`config.mk`:
```
export PLATFORM = sky130hd
export DESIGN_NAME = mm_axis_top
export DESIGN_NICKNAME = d
export VERILOG_FILES = /design/src/mm_pkg.sv /design/src/mm_if.sv /design/src/mm_stream_fifo.sv /design/src/mm_loader.sv /design/src/mm_compute.sv /design/src/mm_axis_top.sv
export VERILOG_INCLUDE_DIRS = /design/src /design/src/src
export SDC_FILE = /design/constraint.sdc
export NUM_CORES = 2
export LEC_CHECK = 0
export BUFFER_PORTS_ARGS = -buffer_cell sky130_fd_sc_hd__buf_2
export CORE_MARGIN = 1.5
export CORE_UTILIZATION = 60
export CTS_BUF_LIST = sky130_fd_sc_hd__clkbuf_8
export CTS_CLUSTER_DIAMETER = 100
export DETAILED_ROUTE_END_ITERATION = 10
export PLACE_DENSITY_LB_ADDON = 0.25
export SYNTH_ARGS = -nofsm -noshare
export SYNTH_HDL_FRONTEND = slang
export SYNTH_SLANG_ARGS = --single-unit
```
`constraint.sdc`:
```
create_clock -name aclk -period 12.8 [get_ports aclk]
set_clock_uncertainty 0.2 [all_clocks]
set_input_delay 2.56 -clock aclk [delete_from_list [all_inputs] [get_ports aclk]]
set_output_delay 2.56 -clock aclk [all_outputs]
set_load 0.01 [all_outputs]
```
`src/mm_cfg.svh`:
```
// Matrix engine build constants
`ifndef MM_CFG_SVH
`define MM_CFG_SVH

// Element format
`define MM_WIDTH      16   // Q8.8 element, one word
`define MM_FRAC_WIDTH 8    // Fraction bits

// Job shape
`define MM_K          4    // Inner dimension
`define MM_I_ROWS     4    // Input rows per job
`define MM_W_ROWS     2    // Weight rows per job, at most MM_I_ROWS

// Buffering
`define MM_IN_DEPTH   8    // Two jobs of input rows
`define MM_OUT_DEPTH  4    // Output slots, also the credit pool

`endif

```
`src/mm_pkg.sv`:
```
// Matrix engine data types
`default_nettype none

`include "mm_cfg.svh"

package mm_pkg;

    typedef logic signed [`MM_WIDTH-1:0] elem_t;       // Signed Q8.8

    typedef elem_t [`MM_K-1:0] k_row_t;                // Ingest payload
    typedef elem_t [`MM_W_ROWS-1:0] c_row_t;           // One row of C

    typedef struct packed
    {
        logic   last;                                  // Last row of a job
        c_row_t data;
    } out_beat_t;                                      // Output FIFO payload

    typedef k_row_t [`MM_I_ROWS-1:0] i_mat_t;          // Input operand
    typedef k_row_t [`MM_W_ROWS-1:0] w_mat_t;          // Weight operand

    // Full product plus growth for the K-term sum
    typedef logic signed [2*`MM_WIDTH+1:0] acc_t;

endpackage

`default_nettype wire

```
`src/mm_if.sv`:
```
// Internal links of the matrix engine
`default_nettype none

// Loader to compute job handoff
interface mm_job_if;

    logic           start;   // Single-cycle handoff pulse
    logic           busy;    // Compute owns a job
    mm_pkg::i_mat_t i_mat;   // Input rows of the job
    mm_pkg::w_mat_t w_mat;   // Weight rows of the job

    modport source (output start, output i_mat, output w_mat, input busy);
    modport sink (input start, input i_mat, input w_mat, output busy);

endinterface

// Compute to output FIFO link
interface mm_credit_if;

    logic              valid;          // Beat pushed this cycle
    mm_pkg::out_beat_t beat;           // Row of C with last flag
    logic              credit_return;  // One slot freed downstream
    logic              count_ok;       // No push into a full output FIFO

    modport source (output valid, output beat, input credit_return);
    modport sink (
        input  valid,
        input  beat,
        output credit_return,
        output count_ok
    );

endinterface

`default_nettype wire

```
`src/mm_stream_fifo.sv`:
```
// Synchronous stream FIFO
`default_nettype none

module mm_stream_fifo #(
    parameter type payload_t = logic,
    parameter int  DEPTH     = 8
) (
    input  wire                        aclk,
    input  wire                        aresetn,
    input  wire                        wr_en_i,
    input  wire payload_t              wr_data_i,
    output logic                       full_o,
    input  wire                        rd_en_i,
    output payload_t                   rd_data_o,
    output logic                       empty_o,
    output logic [$clog2(DEPTH+1)-1:0] count_o
);

    localparam int AW = (DEPTH > 1) ? $clog2(DEPTH) : 1;   // Pointer width
    localparam int CW = $clog2(DEPTH + 1);                  // Occupancy width

    payload_t      mem [DEPTH];   // Storage, no reset
    logic [AW-1:0] wr_ptr_q;
    logic [AW-1:0] rd_ptr_q;
    logic [CW-1:0] count_q;
    logic          do_wr;
    logic          do_rd;

    // Wrap at DEPTH, which need not be a power of two
    function automatic logic [AW-1:0] next_ptr(input logic [AW-1:0] ptr);
        return (ptr == AW'(DEPTH - 1)) ? '0 : ptr + 1'b1;
    endfunction

    assign do_wr     = wr_en_i && !full_o;       // Drop writes when full
    assign do_rd     = rd_en_i && !empty_o;      // Ignore reads when empty
    assign full_o    = (count_q == CW'(DEPTH));
    assign empty_o   = (count_q == '0);
    assign count_o   = count_q;
    assign rd_data_o = mem[rd_ptr_q];            // Head visible the cycle after write

    always_ff @(posedge aclk)
    begin
        if (do_wr)
            mem[wr_ptr_q] <= wr_data_i;
    end

    always_ff @(posedge aclk)
    begin
        if (!aresetn)
        begin
            wr_ptr_q <= '0;
            rd_ptr_q <= '0;
            count_q  <= '0;
        end
        else
        begin
            if (do_wr)
                wr_ptr_q <= next_ptr(wr_ptr_q);
            if (do_rd)
                rd_ptr_q <= next_ptr(rd_ptr_q);
            case ({do_wr, do_rd})
                2'b10:   count_q <= count_q + 1'b1;   // Push only
                2'b01:   count_q <= count_q - 1'b1;   // Pop only
                default: count_q <= count_q;          // Both or neither
            endcase
        end
    end

endmodule

`default_nettype wire

```
`src/mm_loader.sv`:
```
// Job assembly stage
`default_nettype none

`include "mm_cfg.svh"

module mm_loader (
    input  wire                                 aclk,
    input  wire                                 aresetn,
    input  wire mm_pkg::k_row_t                 i_rd_data_i,
    input  wire [$clog2(`MM_IN_DEPTH+1)-1:0]    i_count_i,
    output logic                                i_rd_en_o,
    input  wire mm_pkg::k_row_t                 w_rd_data_i,
    input  wire [$clog2(`MM_IN_DEPTH+1)-1:0]    w_count_i,
    output logic                                w_rd_en_o,
    mm_job_if.source                            job
);

    localparam int RW = (`MM_I_ROWS > 1) ? $clog2(`MM_I_ROWS) : 1;   // Row counter width

    typedef enum logic [1:0]
    {
        ST_WAIT,   // Not enough rows queued yet
        ST_FILL,   // Popping rows into the buffers
        ST_HOLD    // Full job waiting for compute
    } state_t;

    state_t        state_q;
    logic [RW-1:0] row_q;       // Buffer slot of the current pop
    logic          have_job;

    assign have_job  = (i_count_i >= `MM_I_ROWS) && (w_count_i >= `MM_W_ROWS);
    assign i_rd_en_o = (state_q == ST_FILL);                        // One row per cycle
    assign w_rd_en_o = (state_q == ST_FILL) && (row_q < `MM_W_ROWS);  // Stops after W_ROWS
    assign job.start = (state_q == ST_HOLD) && !job.busy;           // Single pulse, leaves HOLD

    always_ff @(posedge aclk)
    begin
        if (!aresetn)
        begin
            state_q <= ST_WAIT;
            row_q   <= '0;
        end
        else
        begin
            case (state_q)
                ST_WAIT:
                begin
                    row_q <= '0;
                    if (have_job)
                        state_q <= ST_FILL;
                end
                ST_FILL:
                begin
                    if (row_q == RW'(`MM_I_ROWS - 1))
                        state_q <= ST_HOLD;   // Last input row popped
                    else
                        row_q <= row_q + 1'b1;
                end
                ST_HOLD:
                begin
                    if (job.start)
                        state_q <= ST_WAIT;   // Compute has its copy, refill
                end
                default: state_q <= ST_WAIT;
            endcase
        end
    end

    // Operand buffers, read by compute on start
    always_ff @(posedge aclk)
    begin
        if (i_rd_en_o)
            job.i_mat[row_q] <= i_rd_data_i;
        if (w_rd_en_o)
            job.w_mat[row_q] <= w_rd_data_i;
    end

endmodule

`default_nettype wire

```
`src/mm_compute.sv`:
```
// Multiply-accumulate stage with credit output
`default_nettype none

`include "mm_cfg.svh"

module mm_compute (
    input  wire         aclk,
    input  wire         aresetn,
    mm_job_if.sink      job,
    mm_credit_if.source out
);

    localparam int RW  = (`MM_I_ROWS > 1) ? $clog2(`MM_I_ROWS) : 1;   // Row counter width
    localparam int KW  = (`MM_K > 1) ? $clog2(`MM_K) : 1;             // K counter width
    localparam int CRW = $clog2(`MM_OUT_DEPTH + 1) + 1;               // Credits plus sign bit

    mm_pkg::i_mat_t        i_q;                    // Latched input rows
    mm_pkg::w_mat_t        w_q;                    // Latched weight rows
    mm_pkg::acc_t          acc_q [`MM_W_ROWS];     // One per column of C
    logic                  busy_q;
    logic                  emit_q;                 // Row done, waiting to send
    logic [RW-1:0]         row_q;
    logic [KW-1:0]         k_q;
    logic signed [CRW-1:0] credit_q;               // Free output FIFO slots
    logic                  mac_en;
    logic                  last_row;

    assign mac_en    = busy_q && !emit_q;
    assign last_row  = (row_q == RW'(`MM_I_ROWS - 1));
    assign job.busy  = busy_q;
    assign out.valid = emit_q && (credit_q > 0);   // Never send without a credit

    always_ff @(posedge aclk)
    begin
        if (job.start)
        begin
            i_q <= job.i_mat;
            w_q <= job.w_mat;
        end
    end

    // All columns step through k together, first term overwrites
    always_ff @(posedge aclk)
    begin
        if (mac_en)
        begin
            for (int c = 0; c < `MM_W_ROWS; c++)
            begin
                acc_q[c] <= ((k_q == '0) ? mm_pkg::acc_t'(0) : acc_q[c])
                          + $signed(i_q[row_q][k_q]) * $signed(w_q[c][k_q]);
            end
        end
    end

    // Q8.8 rescale, arithmetic shift then keep the low word
    always_comb
    begin
        mm_pkg::acc_t shifted;
        out.beat.last = last_row;                  // Tags row I_ROWS-1
        for (int c = 0; c < `MM_W_ROWS; c++)
        begin
            shifted          = acc_q[c] >>> `MM_FRAC_WIDTH;
            out.beat.data[c] = shifted[`MM_WIDTH-1:0];
        end
    end

    always_ff @(posedge aclk)
    begin
        if (!aresetn)
        begin
            busy_q   <= 1'b0;
            emit_q   <= 1'b0;
            row_q    <= '0;
            k_q      <= '0;
            credit_q <= CRW'(`MM_OUT_DEPTH);       // Output FIFO starts empty
        end
        else
        begin
            if (job.start)
            begin
                busy_q <= 1'b1;
                row_q  <= '0;
                k_q    <= '0;
            end
            else if (mac_en)
            begin
                if (k_q == KW'(`MM_K - 1))
                begin
                    k_q    <= '0;
                    emit_q <= 1'b1;                // Sum complete
                end
                else
                    k_q <= k_q + 1'b1;
            end
            else if (out.valid)
            begin
                emit_q <= 1'b0;
                if (last_row)
                    busy_q <= 1'b0;                // Job finished
                else
                    row_q <= row_q + 1'b1;
            end
            case ({out.valid, out.credit_return})
                2'b10:   credit_q <= credit_q - 1'b1;
                2'b01:   credit_q <= credit_q + 1'b1;
                default: credit_q <= credit_q;     // Spend and return cancel
            endcase
        end
    end

endmodule

`default_nettype wire

```
`src/mm_axis_top.sv`:
```
// AXI-Stream matrix multiply top level
`default_nettype none

`include "mm_cfg.svh"

module mm_axis_top (
    input  wire                             aclk,
    input  wire                             aresetn,
    input  wire [`MM_K*`MM_WIDTH-1:0]       s_axis_i_tdata_i,
    input  wire                             s_axis_i_tvalid_i,
    output logic                            s_axis_i_tready_o,
    input  wire [`MM_K*`MM_WIDTH-1:0]       s_axis_w_tdata_i,
    input  wire                             s_axis_w_tvalid_i,
    output logic                            s_axis_w_tready_o,
    output logic [`MM_W_ROWS*`MM_WIDTH-1:0] m_axis_tdata_o,
    output logic                            m_axis_tvalid_o,
    output logic                            m_axis_tlast_o,
    input  wire                             m_axis_tready_i
);

    localparam int IN_CW  = $clog2(`MM_IN_DEPTH + 1);

    mm_pkg::k_row_t    i_rd_data;
    mm_pkg::k_row_t    w_rd_data;
    logic [IN_CW-1:0]  i_count;
    logic [IN_CW-1:0]  w_count;
    logic              i_full;
    logic              w_full;
    logic              i_rd_en;
    logic              w_rd_en;
    mm_pkg::out_beat_t o_rd_data;
    logic              o_full;
    logic              o_empty;
    logic              o_pop;               // Output beat accepted downstream

    mm_job_if    job_if ();
    mm_credit_if credit_if ();

    assign s_axis_i_tready_o       = !i_full;
    assign s_axis_w_tready_o       = !w_full;
    assign m_axis_tvalid_o         = !o_empty;
    assign m_axis_tdata_o          = o_rd_data.data;
    assign m_axis_tlast_o          = o_rd_data.last;
    assign o_pop                   = m_axis_tvalid_o && m_axis_tready_i;
    assign credit_if.credit_return = o_pop;   // Freed slot goes back to compute
    assign credit_if.count_ok      = !(o_full && credit_if.valid);

    mm_stream_fifo #(.payload_t(mm_pkg::k_row_t), .DEPTH(`MM_IN_DEPTH)) fifo_i (
        .aclk      (aclk),
        .aresetn   (aresetn),
        .wr_en_i   (s_axis_i_tvalid_i),
        .wr_data_i (s_axis_i_tdata_i),
        .full_o    (i_full),
        .rd_en_i   (i_rd_en),
        .rd_data_o (i_rd_data),
        .empty_o   (),
        .count_o   (i_count)
    );

    mm_stream_fifo #(.payload_t(mm_pkg::k_row_t), .DEPTH(`MM_IN_DEPTH)) fifo_w (
        .aclk      (aclk),
        .aresetn   (aresetn),
        .wr_en_i   (s_axis_w_tvalid_i),
        .wr_data_i (s_axis_w_tdata_i),
        .full_o    (w_full),
        .rd_en_i   (w_rd_en),
        .rd_data_o (w_rd_data),
        .empty_o   (),
        .count_o   (w_count)
    );

    mm_loader u_loader (
        .aclk        (aclk),
        .aresetn     (aresetn),
        .i_rd_data_i (i_rd_data),
        .i_count_i   (i_count),
        .i_rd_en_o   (i_rd_en),
        .w_rd_data_i (w_rd_data),
        .w_count_i   (w_count),
        .w_rd_en_o   (w_rd_en),
        .job         (job_if)
    );

    mm_compute u_compute (
        .aclk    (aclk),
        .aresetn (aresetn),
        .job     (job_if),
        .out     (credit_if)
    );

    // Credits guarantee room so compute needs no ready
    mm_stream_fifo #(.payload_t(mm_pkg::out_beat_t), .DEPTH(`MM_OUT_DEPTH)) fifo_o (
        .aclk      (aclk),
        .aresetn   (aresetn),
        .wr_en_i   (credit_if.valid),
        .wr_data_i (credit_if.beat),
        .full_o    (o_full),
        .rd_en_i   (o_pop),
        .rd_data_o (o_rd_data),
        .empty_o   (o_empty),
        .count_o   ()
    );

endmodule

`default_nettype wire

```
==> results.toml <==
[synthesis]
async_reset_ff_share_pct = 0
combinational_family_with_the_most_area_after_synthesis = "adder cells"
synth_cell_type_count = 71
compound_cell_area_share_of_the_yosys_netlist_pct = 1.83
synth-simple-area-share_pct = 4.05
mappedNetlistNets = 5832
post_synth.cell_area_avg_um2 = 17.7
share_of_the_yosys_chip_area_belonging_to_registers_pct = 66.7
synth.top_cells.by_area = "sky130_fd_sc_hd__edfxtp_1, sky130_fd_sc_hd__mux4_2, sky130_fd_sc_hd__fa_1, sky130_fd_sc_hd__ha_1, sky130_fd_sc_hd__inv_1"
yosys.area_share.xor_xnor_pct = 1.29
synthDominantAreaCellType = "sky130_fd_sc_hd__edfxtp_1"
post_synth_mux_area_share_pct = 11.5
yosysMostFrequentCell = "sky130_fd_sc_hd__edfxtp_1"
syn-cell-area_um2 = 90200
count_of_flip_flops_with_a_built_in_enable_after_synthesis = 1972
synth-adder-area-share_pct = 11.5
synth-seq-cells = 2021
synthFlopType = "sky130_fd_sc_hd__edfxtp_1"
synth_top_area_share_pct = 65.6
synth.yosys.warnings = 0
synth_cells = 5097
commonest_cells_in_the_synthesized_netlist = "sky130_fd_sc_hd__edfxtp_1, sky130_fd_sc_hd__inv_1, sky130_fd_sc_hd__fa_1, sky130_fd_sc_hd__mux4_2, sky130_fd_sc_hd__nand2_1"

[placed_design]
hpwl_mm = 116
globalplace.congestion = 0.889
dpl_cell_area_um2 = 93600
post-place-cells = 7181
portBuffers = 168

[final_layout]
fill_cells = 10000
layout-area-overhead-vs-synth_pct = 10.1
util_after_layout_pct = 66.4
finish.instance_area_um2 = 99400
fin_cells = 7752
post_route_cells_drive_above_1_share_pct = 21.1
fin_nets = 6230

[timing]
fmax_mhz = 96.7
final_period_minus_worst_setup_slack_ps = 10340
timing_hold_violations_final = 0
timing.max_slew.rel_slack_pct = 24.5
holdWs_ps = 163
final-setup-viol-count = 0
grt_setup_unrepaired = "no"
timing_worst_slew_pin_value_ps = 1120
slew_violations = 0
setup_tns_ps = 0
timing.final.crit_share_pct = 80.8

[setup_path]
timing.rr.end = "u_compute.acc_q[0][57]"
timing.critical_path.required_ps = 13310
critical_path_peak_fanout = 31
crit_path_category = "reg2reg"
critPathArrivalTime_ps = 10840
critPathSlowestCell = "sky130_fd_sc_hd__dfxtp_2"
r2r_setup_slack_ps = 2460
critPathCaptureType = "register"
crit-reg2reg-launch = "u_compute.row_q[1]"
startpoint_of_the_most_critical_setup_path = "u_compute.row_q[1]"
crit_path_end = "u_compute.acc_q[0][57]"
critical_path.max_stage_delay_ps = 940
cp_common_cell = "sky130_fd_sc_hd__fa_1"
setup.worst_path.start_class = "register"
number_of_cells_traversed_by_the_worst_register_to_register_path = 34

[hold_path]
worstHoldPathType = "reg2reg"

[power_and_ir_drop]
cellLeakagePower_nw = 35.3
power_density_nw_per_um2 = 125
ir_drop_mv = 0.103

[grt]
antenna_found_initial = 27
first_global_vias = 47100
grt.overflow.total = 0
maximum_number_of_pins_on_one_net_before_global_route_repair = 156
grt_pass1_wl_mm = 278
grt.total_usage_pct = 24.4

[outcome]
status = "finished clean"

[detailed_routing]
detail-route-antenna-nets = 0
route.detailed.vias_per_inst = 5.77
remaining_drc_errors = 0
finalWirelength_mm = 181
dr_total_vias = 44700
initialDrtViolationCount = 3460
wl_per_cell_um = 23.4
drt-pass1-iter-count = 8

[die]
core_area_um2 = 150000
std_cell_rows = 142
floorplan.initialDensity_pct = 60.3
floorplan.die_area_um2 = 153000
chipWidth_um = 391
fp.dieH_um = 391
ios = 169

[clock_tree]
cts-resized-gates = 0
tritoncts = "built"
cts.hold.buffers_added = 0
post-cts-setup-buffers = 0
clockRootBuffer = "sky130_fd_sc_hd__clkbuf_8"
cts_made_buffers = 328
path_clk_slew_ps = 60
h-tree-depth = 5
clockBufferDepth = 4
clkSinkCount = 2021
clkLatencyLatePin_ps = 1030

[job]
drv.max_cap_violation_count = 0
==> through the flow <==
step	total power, mW	setup slack (ps)
detailed placement	7.70	2550
global route	12.9	2000
CTS	12.6	2500
global placement	7.68	2750
finish	12.5	2460
floorplan	7.57	3140
==> routing by layer <==
metal	routed length (µm)	share of wire, %	vias to the layer above	global-route usage, %
met5	226	0.12	-	0
met3	12200	6.7	324	5.19
li1	-	-	19600	-
met4	3820	2.1	36	6.76
met1	77200	43	23300	34.7
met2	87900	48	1502	38.9
==> state kept, by name, indices dropped and copies added, names as in the netlist, 48 cells and up, named ones only <==
name                cells
u_compute.w_q         128
u_compute.acc_q        48
fifo_o.mem            132
u_loader.job.i_mat    256
fifo_w.mem            512
fifo_i.mem            512
u_compute.i_q         256
u_loader.job.w_mat    128
==> cells by family (layout without fill, tap and decap cells) <==
kind of cell    after synthesis  after routing
flops                      2021           2021
simple gates                810            810
buf+inv                     732           1364
fa+ha+maj                   602            602
mux                         546            546
compound gates              256            256
xor+xnor                    130            130
other cells                   0              7
==> worst min-delay path by stage <==
stage | endpoint | slack [ps] | cells after the start | from
global route | u_compute.i_q[129] | 150 | 0 | u_loader.job.i_mat[129]
floorplan | u_compute.i_q[0] | 200 | 0 | u_loader.job.i_mat[0]
global placement | u_compute.i_q[182] | 200 | 0 | u_loader.job.i_mat[182]
CTS | u_compute.i_q[65] | 160 | 0 | u_loader.job.i_mat[65]
finish | u_compute.i_q[65] | 160 | 0 | u_loader.job.i_mat[65]
detailed placement | u_compute.i_q[111] | 200 | 0 | u_loader.job.i_mat[111]
==> critical path, delay by kind of cell, from the launching register on <==
| family | cells | cell delay (ps) |
|---|---|---|
| adder cells (fa/ha/maj) | 8 | 3690 |
| flip-flops | 1 | 940 |
| XOR/XNOR | 3 | 420 |
| AND/OR/NAND/NOR | 3 | 280 |
| AO/OA/AOI/OAI | 12 | 2310 |
| buffers and inverters | 6 | 1060 |
| multiplexers | 2 | 1120 |
==> final cells by class <==
cell class                 instances  area, µm²  share of cell area, %
clock inverter                   225       1040                   1.04
clock buffer                     339       4670                   4.70
timing repair buffer             250       1470                   1.48
tap                             2016       2520                   2.54
inverter                         550       2070                   2.09
antenna                            7       17.5                 0.0176
sequential                      2021      60200                   60.6
multi-input combinational       2344      27300                   27.5
==> where the power goes <==
group	switching, mW	total [mW]	internal [mW]
clock network	2.37	4.90	2.52
registers	0.0177	7.33	7.31
logic	0.155	0.232	0.0768
total	2.55	12.5	9.91
==> placed cells by master, fill, tap and decap left out, drive strengths merged, types with 27 or more instances in the layout <==
cell type / count
xnor2: 105
nor2: 251
mux4: 375
nand2: 300
a21oi: 69
edfxtp: 1972
clkinv: 109
nor3: 27
buf: 250
o21ai: 56
ha: 222
fa: 380
a21o: 32
clkbuf: 339
inv: 654
and2: 50
dfxtp: 49
nor2b: 87
mux2: 146
(Power assumes the default switching activity.)
